==> config.mk <==
export PLATFORM = sky130hd
export DESIGN_NAME = muldiv_top
export DESIGN_NICKNAME = d
export VERILOG_FILES = /design/src/hw/muldiv_pkg.sv /design/src/hw/issue_decode.sv /design/src/hw/mul_unit.sv /design/src/hw/div_unit.sv /design/src/hw/wb_arbiter.sv /design/src/hw/muldiv_top.sv
export SDC_FILE = /design/constraint.sdc
export NUM_CORES = 2
export LEC_CHECK = 0
export BUFFER_PORTS_ARGS = -buffer_cell sky130_fd_sc_hd__buf_2
export CAP_MARGIN = 20
export CORE_MARGIN = 1
export CORE_UTILIZATION = 65
export DETAILED_ROUTE_END_ITERATION = 16
export PLACE_DENSITY = 0.81
export SLEW_MARGIN = 0
export SYNTH_ARGS = -nofsm -noshare
export SYNTH_HDL_FRONTEND = slang
export SYNTH_SLANG_ARGS = --single-unit
==> constraint.sdc <==
create_clock -name clk -period 24.4 [get_ports clk]
set_input_delay 3.66 -clock clk [delete_from_list [all_inputs] [get_ports clk]]
set_output_delay 3.66 -clock clk [all_outputs]
set_load 0.01 [all_outputs]
==> src/hw/muldiv_pkg.sv <==
//////////////////////////////
// Multiply/divide cluster package
// Widths, operation and unit encodings, and the
// structs passed between decoder, units and writeback
//////////////////////////////
package muldiv_pkg;

    localparam int XLEN      = 32;           // Operand and result width
    localparam int TAG_W     = 4;            // Request tag width
    localparam int DIV_STEPS = XLEN;         // One quotient bit per step

    // Multiplier datapath widths
    localparam int MUL_W  = XLEN + 1;        // Sign/zero extended operand
    localparam int PROD_W = 2 * MUL_W;       // Full signed product

    // Divider step counter, counts 0..DIV_STEPS
    localparam int DIV_CNT_W = $clog2(DIV_STEPS + 1);
    localparam logic [DIV_CNT_W-1:0] DIV_LAST = DIV_CNT_W'(DIV_STEPS);

    // M-extension ops, encoded as funct3
    typedef enum logic [2:0] {
        OP_MUL    = 3'b000,
        OP_MULH   = 3'b001,
        OP_MULHSU = 3'b010,
        OP_MULHU  = 3'b011,
        OP_DIV    = 3'b100,
        OP_DIVU   = 3'b101,
        OP_REM    = 3'b110,
        OP_REMU   = 3'b111
    } op_e;

    // Writeback source
    typedef enum logic {
        MUL_UNIT = 1'b0,
        DIV_UNIT = 1'b1
    } unit_e;

    typedef struct packed {
        op_e              op;
        logic [XLEN-1:0]  rs1;
        logic [XLEN-1:0]  rs2;
        logic [TAG_W-1:0] tag;
    } issue_req_t;

    typedef struct packed {
        logic             rs1_signed;
        logic             rs2_signed;
        logic             high_half;    // Upper word of product wanted
        logic [XLEN-1:0]  rs1;
        logic [XLEN-1:0]  rs2;
        logic [TAG_W-1:0] tag;
    } mul_inputs_t;

    typedef struct packed {
        logic             is_signed;
        logic             want_rem;     // REM/REMU
        logic [XLEN-1:0]  rs1;
        logic [XLEN-1:0]  rs2;
        logic [TAG_W-1:0] tag;
    } div_inputs_t;

    // Result held by a done unit
    typedef struct packed {
        logic [XLEN-1:0]  rd;
        logic [TAG_W-1:0] tag;
    } unit_wb_t;

    // Shared writeback bus
    typedef struct packed {
        logic [XLEN-1:0]  rd;
        logic [TAG_W-1:0] tag;
        unit_e            src;
    } wb_bus_t;

endpackage

==> src/hw/issue_decode.sv <==
//////////////////////////////
// Issue decoder
// Steers each request to the multiplier or divider
// and builds that unit's input struct
//////////////////////////////
`timescale 1ns/10ps

module issue_decode (
    input  logic                    issue_valid,
    input  muldiv_pkg::issue_req_t  issue_req,
    input  logic                    mul_ready,
    input  logic                    div_ready,
    output logic                    issue_ready,
    output logic                    mul_new_request,
    output muldiv_pkg::mul_inputs_t mul_inputs,
    output logic                    div_new_request,
    output muldiv_pkg::div_inputs_t div_inputs
);

    logic is_div;   // Op belongs to the divider

    assign is_div = issue_req.op inside {muldiv_pkg::OP_DIV, muldiv_pkg::OP_DIVU,
                                         muldiv_pkg::OP_REM, muldiv_pkg::OP_REMU};

    //////////////////////////////
    // Handshake
    //////////////////////////////
    assign issue_ready     = is_div ? div_ready : mul_ready;   // Owner's ready
    assign mul_new_request = issue_valid & ~is_div & mul_ready;
    assign div_new_request = issue_valid & is_div & div_ready;

    //////////////////////////////
    // Multiplier inputs
    //////////////////////////////
    // Low word of MUL is the same either way
    assign mul_inputs.rs1_signed = issue_req.op inside {muldiv_pkg::OP_MULH,
                                                        muldiv_pkg::OP_MULHSU};
    assign mul_inputs.rs2_signed = (issue_req.op == muldiv_pkg::OP_MULH);
    assign mul_inputs.high_half  = (issue_req.op != muldiv_pkg::OP_MUL);
    assign mul_inputs.rs1        = issue_req.rs1;
    assign mul_inputs.rs2        = issue_req.rs2;
    assign mul_inputs.tag        = issue_req.tag;

    //////////////////////////////
    // Divider inputs
    //////////////////////////////
    assign div_inputs.is_signed = issue_req.op inside {muldiv_pkg::OP_DIV,
                                                       muldiv_pkg::OP_REM};
    assign div_inputs.want_rem  = issue_req.op inside {muldiv_pkg::OP_REM,
                                                       muldiv_pkg::OP_REMU};
    assign div_inputs.rs1       = issue_req.rs1;
    assign div_inputs.rs2       = issue_req.rs2;
    assign div_inputs.tag       = issue_req.tag;   // Tag passes straight through

endmodule

==> src/hw/mul_unit.sv <==
//////////////////////////////
// Pipelined multiplier
// Two stages, 33x33 signed product covering all
// MUL variants, result held until accepted
//////////////////////////////
`timescale 1ns/10ps

module mul_unit (
    input  logic                    clk,
    input  logic                    rst,
    input  logic                    new_request,
    input  muldiv_pkg::mul_inputs_t mul_inputs,
    output logic                    ready,
    output logic                    done,
    output muldiv_pkg::unit_wb_t    result,
    input  logic                    accepted
);

    logic [1:0] valid;      // Per stage valid
    logic [1:0] advance;    // Per stage load enable
    logic [1:0] high_half;  // Upper word select, per stage

    logic signed [muldiv_pkg::MUL_W-1:0]  rs1_ext;
    logic signed [muldiv_pkg::MUL_W-1:0]  rs2_ext;
    logic signed [muldiv_pkg::MUL_W-1:0]  rs1_r;
    logic signed [muldiv_pkg::MUL_W-1:0]  rs2_r;
    logic signed [muldiv_pkg::PROD_W-1:0] product;
    logic [muldiv_pkg::TAG_W-1:0]         tag0;
    logic [muldiv_pkg::TAG_W-1:0]         tag1;

    //////////////////////////////
    // Pipeline control
    //////////////////////////////
    assign advance[1] = accepted | ~valid[1];     // Output slot free
    assign advance[0] = ~valid[0] | advance[1];

    always_ff @(posedge clk) begin
        if (rst) begin
            valid <= '0;
        end else begin
            if (advance[0]) valid[0] <= new_request;
            if (advance[1]) valid[1] <= valid[0];
        end
    end

    // Extra top bit makes one signed multiply serve every signedness mix
    assign rs1_ext = signed'({mul_inputs.rs1_signed & mul_inputs.rs1[muldiv_pkg::XLEN-1],
                              mul_inputs.rs1});
    assign rs2_ext = signed'({mul_inputs.rs2_signed & mul_inputs.rs2[muldiv_pkg::XLEN-1],
                              mul_inputs.rs2});

    //////////////////////////////
    // Datapath
    //////////////////////////////
    always_ff @(posedge clk) begin
        if (new_request) begin          // Only arrives when stage 0 can load
            rs1_r        <= rs1_ext;
            rs2_r        <= rs2_ext;
            high_half[0] <= mul_inputs.high_half;
            tag0         <= mul_inputs.tag;
        end
        if (advance[1]) begin
            product      <= rs1_r * rs2_r;
            high_half[1] <= high_half[0];
            tag1         <= tag0;
        end
    end

    assign ready      = accepted | ~(&valid);   // Room somewhere in the pipe
    assign done       = valid[1];
    assign result.rd  = high_half[1] ? product[2*muldiv_pkg::XLEN-1:muldiv_pkg::XLEN]
                                     : product[muldiv_pkg::XLEN-1:0];
    assign result.tag = tag1;

endmodule

==> src/hw/div_unit.sv <==
//////////////////////////////
// Iterative divider
// Radix-2 restoring divide on operand magnitudes,
// then sign fix-up and RISC-V divide-by-zero rules
//////////////////////////////
`timescale 1ns/10ps

module div_unit (
    input  logic                    clk,
    input  logic                    rst,
    input  logic                    new_request,
    input  muldiv_pkg::div_inputs_t div_inputs,
    output logic                    ready,
    output logic                    done,
    output muldiv_pkg::unit_wb_t    result,
    input  logic                    accepted
);

    typedef enum logic [1:0] {
        IDLE = 2'b00,
        BUSY = 2'b01,
        DONE = 2'b10
    } state_e;

    state_e                           state;
    logic [muldiv_pkg::DIV_CNT_W-1:0] count;      // Steps taken so far

    logic [muldiv_pkg::XLEN-1:0]  rs1_mag;
    logic [muldiv_pkg::XLEN-1:0]  rs2_mag;
    logic [muldiv_pkg::XLEN-1:0]  rem_r;          // Partial remainder
    logic [muldiv_pkg::XLEN-1:0]  quo_r;          // Dividend shifting out, quotient in
    logic [muldiv_pkg::XLEN-1:0]  divisor_r;
    logic [muldiv_pkg::XLEN:0]    shifted;
    logic [muldiv_pkg::XLEN:0]    diff;
    logic [muldiv_pkg::XLEN-1:0]  rem_fix;
    logic [muldiv_pkg::XLEN-1:0]  quo_fix;
    logic [muldiv_pkg::XLEN-1:0]  rd_r;
    logic [muldiv_pkg::TAG_W-1:0] tag_r;
    logic                         quo_neg;
    logic                         rem_neg;
    logic                         want_rem;
    logic                         div_zero;

    // Magnitudes of signed operands
    assign rs1_mag = (div_inputs.is_signed & div_inputs.rs1[muldiv_pkg::XLEN-1])
                   ? -div_inputs.rs1 : div_inputs.rs1;
    assign rs2_mag = (div_inputs.is_signed & div_inputs.rs2[muldiv_pkg::XLEN-1])
                   ? -div_inputs.rs2 : div_inputs.rs2;

    //////////////////////////////
    // Control
    //////////////////////////////
    always_ff @(posedge clk) begin
        if (rst) begin
            state <= IDLE;
            count <= '0;
        end else begin
            if (new_request) begin
                count <= '0;
            end else if (state == BUSY) begin
                count <= count + 1'b1;
            end
            case (state)
                IDLE: if (new_request) state <= BUSY;
                BUSY: if (count == muldiv_pkg::DIV_LAST) state <= DONE;   // Fix-up cycle
                DONE: if (accepted) state <= new_request ? BUSY : IDLE;
                default: state <= IDLE;
            endcase
        end
    end

    //////////////////////////////
    // Shift-subtract step
    //////////////////////////////
    assign shifted = {rem_r, quo_r[muldiv_pkg::XLEN-1]};
    assign diff    = shifted - {1'b0, divisor_r};   // Top bit set means borrow

    // Sign fix-up, zero divisor forces all-ones quotient
    // Remainder of a zero divide is already the dividend
    // MIN / -1 gives quotient MIN and remainder 0 without special handling
    assign rem_fix = rem_neg ? -rem_r : rem_r;
    assign quo_fix = div_zero ? '1 : (quo_neg ? -quo_r : quo_r);

    always_ff @(posedge clk) begin
        if (new_request) begin
            rem_r     <= '0;
            quo_r     <= rs1_mag;
            divisor_r <= rs2_mag;
            quo_neg   <= div_inputs.is_signed &
                         (div_inputs.rs1[muldiv_pkg::XLEN-1] ^ div_inputs.rs2[muldiv_pkg::XLEN-1]);
            rem_neg   <= div_inputs.is_signed & div_inputs.rs1[muldiv_pkg::XLEN-1];
            want_rem  <= div_inputs.want_rem;
            div_zero  <= (div_inputs.rs2 == '0);
            tag_r     <= div_inputs.tag;
        end else if (state == BUSY) begin
            if (count == muldiv_pkg::DIV_LAST) begin
                rd_r <= want_rem ? rem_fix : quo_fix;
            end else begin
                rem_r <= diff[muldiv_pkg::XLEN] ? shifted[muldiv_pkg::XLEN-1:0]
                                                : diff[muldiv_pkg::XLEN-1:0];
                quo_r <= {quo_r[muldiv_pkg::XLEN-2:0], ~diff[muldiv_pkg::XLEN]};
            end
        end
    end

    assign ready      = (state == IDLE) | ((state == DONE) & accepted);
    assign done       = (state == DONE);
    assign result.rd  = rd_r;
    assign result.tag = tag_r;

endmodule

==> src/hw/wb_arbiter.sv <==
//////////////////////////////
// Writeback arbiter
// Round-robin grant of the shared result bus
// between the multiplier and the divider
//////////////////////////////
`timescale 1ns/10ps

module wb_arbiter (
    input  logic                 clk,
    input  logic                 rst,
    input  logic                 mul_done,
    input  muldiv_pkg::unit_wb_t mul_result,
    input  logic                 div_done,
    input  muldiv_pkg::unit_wb_t div_result,
    output logic                 mul_accepted,
    output logic                 div_accepted,
    output logic                 wb_valid,
    output muldiv_pkg::wb_bus_t  wb_bus
);

    muldiv_pkg::unit_e last_grant;   // Unit granted most recently

    //////////////////////////////
    // Grant
    //////////////////////////////
    // On a tie the unit not served last wins
    assign mul_accepted = mul_done & (~div_done | (last_grant == muldiv_pkg::DIV_UNIT));
    assign div_accepted = div_done & ~mul_accepted;
    assign wb_valid     = mul_done | div_done;

    always_ff @(posedge clk) begin
        if (rst) begin
            last_grant <= muldiv_pkg::DIV_UNIT;   // So MUL goes first after reset
        end else if (wb_valid) begin
            last_grant <= mul_accepted ? muldiv_pkg::MUL_UNIT : muldiv_pkg::DIV_UNIT;
        end
    end

    //////////////////////////////
    // Bus mux
    //////////////////////////////
    assign wb_bus.rd  = mul_accepted ? mul_result.rd : div_result.rd;
    assign wb_bus.tag = mul_accepted ? mul_result.tag : div_result.tag;
    assign wb_bus.src = mul_accepted ? muldiv_pkg::MUL_UNIT : muldiv_pkg::DIV_UNIT;

endmodule

==> src/hw/muldiv_top.sv <==
//////////////////////////////
// Multiply/divide cluster top
// Decoder, pipelined multiplier, iterative divider
// and shared writeback arbiter
//////////////////////////////
`timescale 1ns/10ps

module muldiv_top (
    input  logic                   clk,
    input  logic                   rst,
    input  logic                   issue_valid,
    input  muldiv_pkg::issue_req_t issue_req,
    output logic                   issue_ready,
    output logic                   wb_valid,
    output muldiv_pkg::wb_bus_t    wb_bus
);

    // Issue side
    logic                    mul_ready;
    logic                    div_ready;
    logic                    mul_new_request;
    logic                    div_new_request;
    muldiv_pkg::mul_inputs_t mul_inputs;
    muldiv_pkg::div_inputs_t div_inputs;

    // Writeback side
    logic                    mul_done;
    logic                    div_done;
    logic                    mul_accepted;
    logic                    div_accepted;
    muldiv_pkg::unit_wb_t    mul_result;
    muldiv_pkg::unit_wb_t    div_result;

    issue_decode issue_decode_i (
        .issue_valid     (issue_valid),
        .issue_req       (issue_req),
        .mul_ready       (mul_ready),
        .div_ready       (div_ready),
        .issue_ready     (issue_ready),
        .mul_new_request (mul_new_request),
        .mul_inputs      (mul_inputs),
        .div_new_request (div_new_request),
        .div_inputs      (div_inputs)
    );

    mul_unit mul_unit_i (
        .clk         (clk),
        .rst         (rst),
        .new_request (mul_new_request),
        .mul_inputs  (mul_inputs),
        .ready       (mul_ready),
        .done        (mul_done),
        .result      (mul_result),
        .accepted    (mul_accepted)
    );

    div_unit div_unit_i (
        .clk         (clk),
        .rst         (rst),
        .new_request (div_new_request),
        .div_inputs  (div_inputs),
        .ready       (div_ready),
        .done        (div_done),
        .result      (div_result),
        .accepted    (div_accepted)
    );

    wb_arbiter wb_arbiter_i (
        .clk          (clk),
        .rst          (rst),
        .mul_done     (mul_done),
        .mul_result   (mul_result),
        .div_done     (div_done),
        .div_result   (div_result),
        .mul_accepted (mul_accepted),
        .div_accepted (div_accepted),
        .wb_valid     (wb_valid),
        .wb_bus       (wb_bus)
    );

endmodule

# Word-level counts from Yosys, hierarchy flattened
# Index checks and enable logic that the tools add are counted.
dict set report classes {
  addsub 6
  n_mul 1
  eq_ne 13
  muxes 20
  bitwise 28
  reduce_logical 14
}
# cell count
set ops {}
lappend ops {{2-to-1 mux 32 bit} 12}
lappend ops {{negation 32 bit} 4}
lappend ops {{multiplier 33 x 33 -> 64 bit} 1}
lappend ops {{subtractor 33 x 32 -> 33 bit} 1}
lappend ops {{zero test 32 bit} 1}
lappend ops {{bitwise AND 1 bit} 12}
lappend ops {{== test 3 bit (second input constant)} 4}
lappend ops {{inverter 1 bit} 9}
lappend ops {{nonzero test 2 bit} 4}
lappend ops {{adder 6 x 1 -> 6 bit (second input constant)} 1}
lappend ops {{== test 6 bit (second input constant)} 1}
lappend ops {{2-to-1 mux 2 bit} 3}
lappend ops {{inequality test 2 x 1 -> 1 bit (second input constant)} 3}
lappend ops {{bitwise OR 1 bit} 6}
lappend ops {{case mux 2 bit (3 select lines)} 1}
lappend ops {{AND reduction 2 bit} 3}
lappend ops {{AND reduction 3 bit} 2}
lappend ops {{2-to-1 mux 4 bit} 1}
lappend ops {{nonzero test 4 bit} 1}
lappend ops {{== test 3 x 1 -> 1 bit (second input constant)} 1}
lappend ops {{== test 3 x 2 -> 1 bit (second input constant)} 1}
lappend ops {{2-to-1 mux 1 bit} 3}
lappend ops {{nonzero test 3 bit} 1}
lappend ops {{== test 2 x 1 -> 1 bit (second input constant)} 1}
lappend ops {{5 further kinds} 5}
dict set report totals {
  regBits 287
  inputBits 74
  output_inout_bits 39
}

# Logic depth before layout (Yosys ltp)
dict set report logic_depth {
  word_depth 12
  depth_mapped 29
}

# Hierarchy
# From an unflattened synthesis, not the netlist that was laid out.
dict set report hier_totals {
  cells_unflattened 5621
  area_unflattened_um2 54633.6
}
# module n_inst cells_each area_each_um2
set modules_own_cells {}
lappend modules_own_cells {mul_unit 1 4316 42862.4}
lappend modules_own_cells {div_unit 1 1110 10078.4}
lappend modules_own_cells {issue_decode 1 146 1091.0}
lappend modules_own_cells {wb_arbiter 1 49 601.8}

# Worst setup path before layout
# No wires, ideal clock.
dict set report synth_timing {
  kind {input port to flip-flop}
  startpoint {in issue_req[70] (netlist name)}
  endpoint {reg mul_unit_i.high_half[0] (enable)}
  setup_time_ps 543
  t_arrival_ps 7583
  required_time_ps 23857
  path_slack_ps 16275
  path_stages 3
  path_buffers 1
  path_cell_list {clkbuf_1 -> nand2b_1 -> a31oi_1}
}
dict set report synth_between {
  elab_chain_cells 5
  elab_cells_between_ends 8
  classes_between {4 x eq/ne; 3 x bitwise; 1 x reduce/logical}
}
# element line_no
set synth_rtl {}
lappend synth_rtl {{start: declaration} muldiv_top.sv:12} ;# input muldiv_pkg::issue_req_t issue_req,
lappend synth_rtl {{== test 3 bit} issue_decode.sv:22} ;# assign is_div = issue_req.op inside {muldiv_pkg::OP_DIV, muldiv_pkg::OP_DIVU,
lappend synth_rtl {{nonzero test 4 bit (*)} issue_decode.sv:22}
lappend synth_rtl {{inverter 1 bit (*)} issue_decode.sv:29} ;# assign mul_new_request = issue_valid & ~is_div & mul_ready;
lappend synth_rtl {{bitwise AND 1 bit (*) (2 in series)} issue_decode.sv:29}
lappend synth_rtl {{via issue_decode_i.mul_new_request} issue_decode.sv:14} ;# output logic mul_new_request,
lappend synth_rtl {{end signal: assignment} mul_unit.sv:59} ;# high_half[0] <= mul_inputs.high_half;
lappend synth_rtl {{end: declaration} mul_unit.sv:21} ;# logic [1:0] high_half;
# The timed path passes the listed nets; every way through them passes the cells marked *.
# A chain may end at the register's enable or synchronous reset.

# Final worst setup path
dict set report layout_timing {
  startpoint {reg mul_unit_i.rs1_r[32] (netlist name)}
  endpoint {reg mul_unit_i.product[59] (netlist name), data pin}
}
dict set report layout_between {
  elab_chain_cells 1
}
# element line_no
set layout_rtl {}
lappend layout_rtl {{start: declaration} mul_unit.sv:25} ;# logic signed [muldiv_pkg::MUL_W-1:0] rs1_r;
lappend layout_rtl {{start signal: assignment} mul_unit.sv:57} ;# rs1_r <= rs1_ext;
lappend layout_rtl {{multiplier 33 x 33 -> 64 bit} mul_unit.sv:63} ;# product <= rs1_r * rs2_r;
lappend layout_rtl {{end signal: assignment} mul_unit.sv:63}
lappend layout_rtl {{end: declaration} mul_unit.sv:27} ;# logic signed [muldiv_pkg::PROD_W-1:0] product;
# No other way between the ends.

==> summary.md <==
| Metric | Value |
|---|---|
| Outcome | `completed` |
| CP Launch Type | `flop` |
| Critical path's slowest cell | `fa_1` |
| Final hold vios | `0` |
| Setup Viol. Count Final | `0` |
| Port bufs | `112` |
| CP top delay family | `adder cells` |
| Yosys reg bits | `287` |
| Max Cap Viol | `0` |
| Sink Count | `287` |
| Final Wtd Congestion | `roughly 0.94` |
| Slew Limit Fails | `0` |
| Commonest cells post-synth | `fa_1, inv_1, nand2_1` |
| CTS H-tree depth | `1` |
| Largest net degree at the start of global routing | `71` |
| Core ar. | `79520 um^2` |
| Worst-Margin Slew | `1.027 ns` |
| RSZ-0062 raised after global routing | `false` |
| Fin nets | `~6800` |
| Syn. warnings | `0` |
| Most frequent cell after synthesis | `fa_1` |
| Synth Instances | `5392` |
| Routed WL per cell | `20.84 um` |
| WP buf/inv | `7` |
| Num rows | `103` |
| Antenna Violating Nets Remaining | `0` |
| Post-DP HPWL | `106900 um` |
| Worst min path class | `flop to flop` |
| Top Ports | `roughly 110` |
| Yosys top cell by area | `fa_1` |
| Multi-input gate area | `39300 um^2` |
| Antenna violations before repair | `8` |
| Mean Syn Cell Area | `9.749 um^2` |
| Clock skew | `0.02485 ns` |
| Share of the yosys chip area belonging to registers | `0.1558` |
| Final WL | `134300 um` |
| Die H | `286.4 um` |
| First-pass GRT wire length | `218700 um` |
| Synth top area share | `0.4288` |
| CTS max path bufs | `3` |
| Vias per inst | `5.870` |
| Library cells used by synthesis | `72` |
| Crit path kind | `flop to flop` |
| Via count | `around 38000` |
| Grt total ovfl | `0` |
| CTS tree | `done` |
| Die Span X | `approximately 290 um` |
| Syn_nets | `6842` |
| Flip-flop and latch area | `8188 um^2` |
| Starting Density | `0.6611` |
| Crit end category | `flop` |
| Final period util | `0.3659` |
| Post-synthesis async set-or-reset flop share | `0` |
| Critical path's most frequent cell | `fa_1` |
| Area Growth Syn to Fin | `5.217%` |
| Vias in the first global route | `about 41000` |
| Crit-path max cell delay | `between 0.9 and 1 ns` |
| Fin crit period | `8.929 ns` |
| Area contributors post-synth | `fa_1, edfxtp_1, inv_1, and2_1, ha_1` |
| Relative max-transition margin | `0.3153` |
| Hold buffers post-CTS | `0` |
| Critical path fanouts, max | `32` |
| Mapped Area | `between 50000 and 60000 um^2` |
| Final TNS setup | `0 ns` |
| DRT iter0 DRCs | `3119` |
| Req. time, crit path | `24.74 ns` |
| # resized after CTS | `0` |
| Clock slew at reported path FFs | `roughly 0.080 ns` |
| Fillers | `5938` |
| Area of the die | `approximately 82000 um^2` |
| Post-synth EDFFs | `between 200 and 250` |
| First-pass iteration count of the detailed router | `6` |
| Skew-Pair Late Insertion Delay | `roughly 0.60 ns` |
| FMAX | `112.0 MHz` |
| Post-synth top flop | `edfxtp_1` |
| Root Buffer | `clkbuf_16` |
| Num CTS Buffers | `31` |
| Postcts setup bufs | `0` |
| DRC Markers | `0` |
| GRT Total Usage | `0.3439` |
| Data arrival, critical path | `9.27 ns` |
| Layout cells sized above 1 | `0.05232` |
-- state kept, by name (all words and copies together), names as in the netlist, 2 cells and up --
name and count:
mul_unit_i.product 64, mul_unit_i.rs1_r 33, mul_unit_i.rs2_r 33, div_unit_i.divisor_r 32
div_unit_i.quo_r 32, div_unit_i.rd_r 32, div_unit_i.rem_r 32, div_unit_i.count 6
div_unit_i.tag_r 4, mul_unit_i.tag0 4, mul_unit_i.tag1 4, div_unit_i.state 2
mul_unit_i.high_half 2, mul_unit_i.valid 2
-- cell families after synthesis --
logic type               Yosys count  share of synthesized area
AO/OA/AOI/OAI                    508                    0.05944
XOR/XNOR                         226                    0.03766
adder cells (fa/ha/maj)         1376                     0.4883
AND/OR/NAND/NOR                 1565                     0.1486
buffers and inverters           1363                    0.09738
multiplexers                      67                    0.01288
flip-flops                       287                     0.1558
-- cell type report --
cell class                 count  share of cell area
timing repair buffer         195             0.02249
tap                         1050             0.02375
clock inverter                23            0.004502
sequential                   287              0.1480
antenna                        3           0.0001357
multi-input combinational   3742              0.7106
clock buffer                  35             0.01525
inverter                    1108             0.07520
-- placed cells by master, fill, tap and decap left out, drive strengths merged, types with 43 or more instances in the layout --
cell,Yosys,routed
and2,545,545
a21oi,123,123
mux2i,62,62
nor2b,49,49
xnor2,104,104
buf,6,195
dfxtp,43,43
xor2,122,122
o21ai,183,183
inv,1107,1115
edfxtp,244,244
nor2,89,89
nand2,715,715
ha,250,250
fa,1126,1126
-- worst paths after layout --
check / start / end / slack [ns] / cells past startpoint
worst min register to register: mul_unit_i.tag0[3] / mul_unit_i.tag1[3] / 0.41 / 0
worst max-delay path: mul_unit_i.rs1_r[32] / mul_unit_i.product[59] / 15.47 / 25
worst min-delay path: mul_unit_i.tag0[3] / mul_unit_i.tag1[3] / 0.41 / 0
worst max register to register: mul_unit_i.rs1_r[32] / mul_unit_i.product[59] / 15.47 / 25
-- metrics by stage --
stage          hold WS [ns]    util  instances  cell area [um^2]  setup WS (ns)
3_5_place_dp         0.4066  0.6810       6380             54150          15.49
3_3_place_gp         0.4015  0.6807       6379             54130          15.56
5_1_grt              0.4175  0.6955       6441             55300          15.02
6_report             0.4076  0.6956       6443             55310          15.47
2_1_floorplan        0.4003       -       5392             52570          16.27
4_1_cts              0.4059  0.6948       6438             55250          15.44
-- routing by layer --
layer,global-route usage,vias up,routed length (um)
met5,0,-,63
met3,0.03593,382,10220
met4,0.1471,10,6752
li1,-,16330,-
met2,0.5828,1695,66160
met1,0.4539,19410,51100
Power is not shown: default switching activity piles up to over one toggle a cycle in this logic, so the estimate is an artifact.
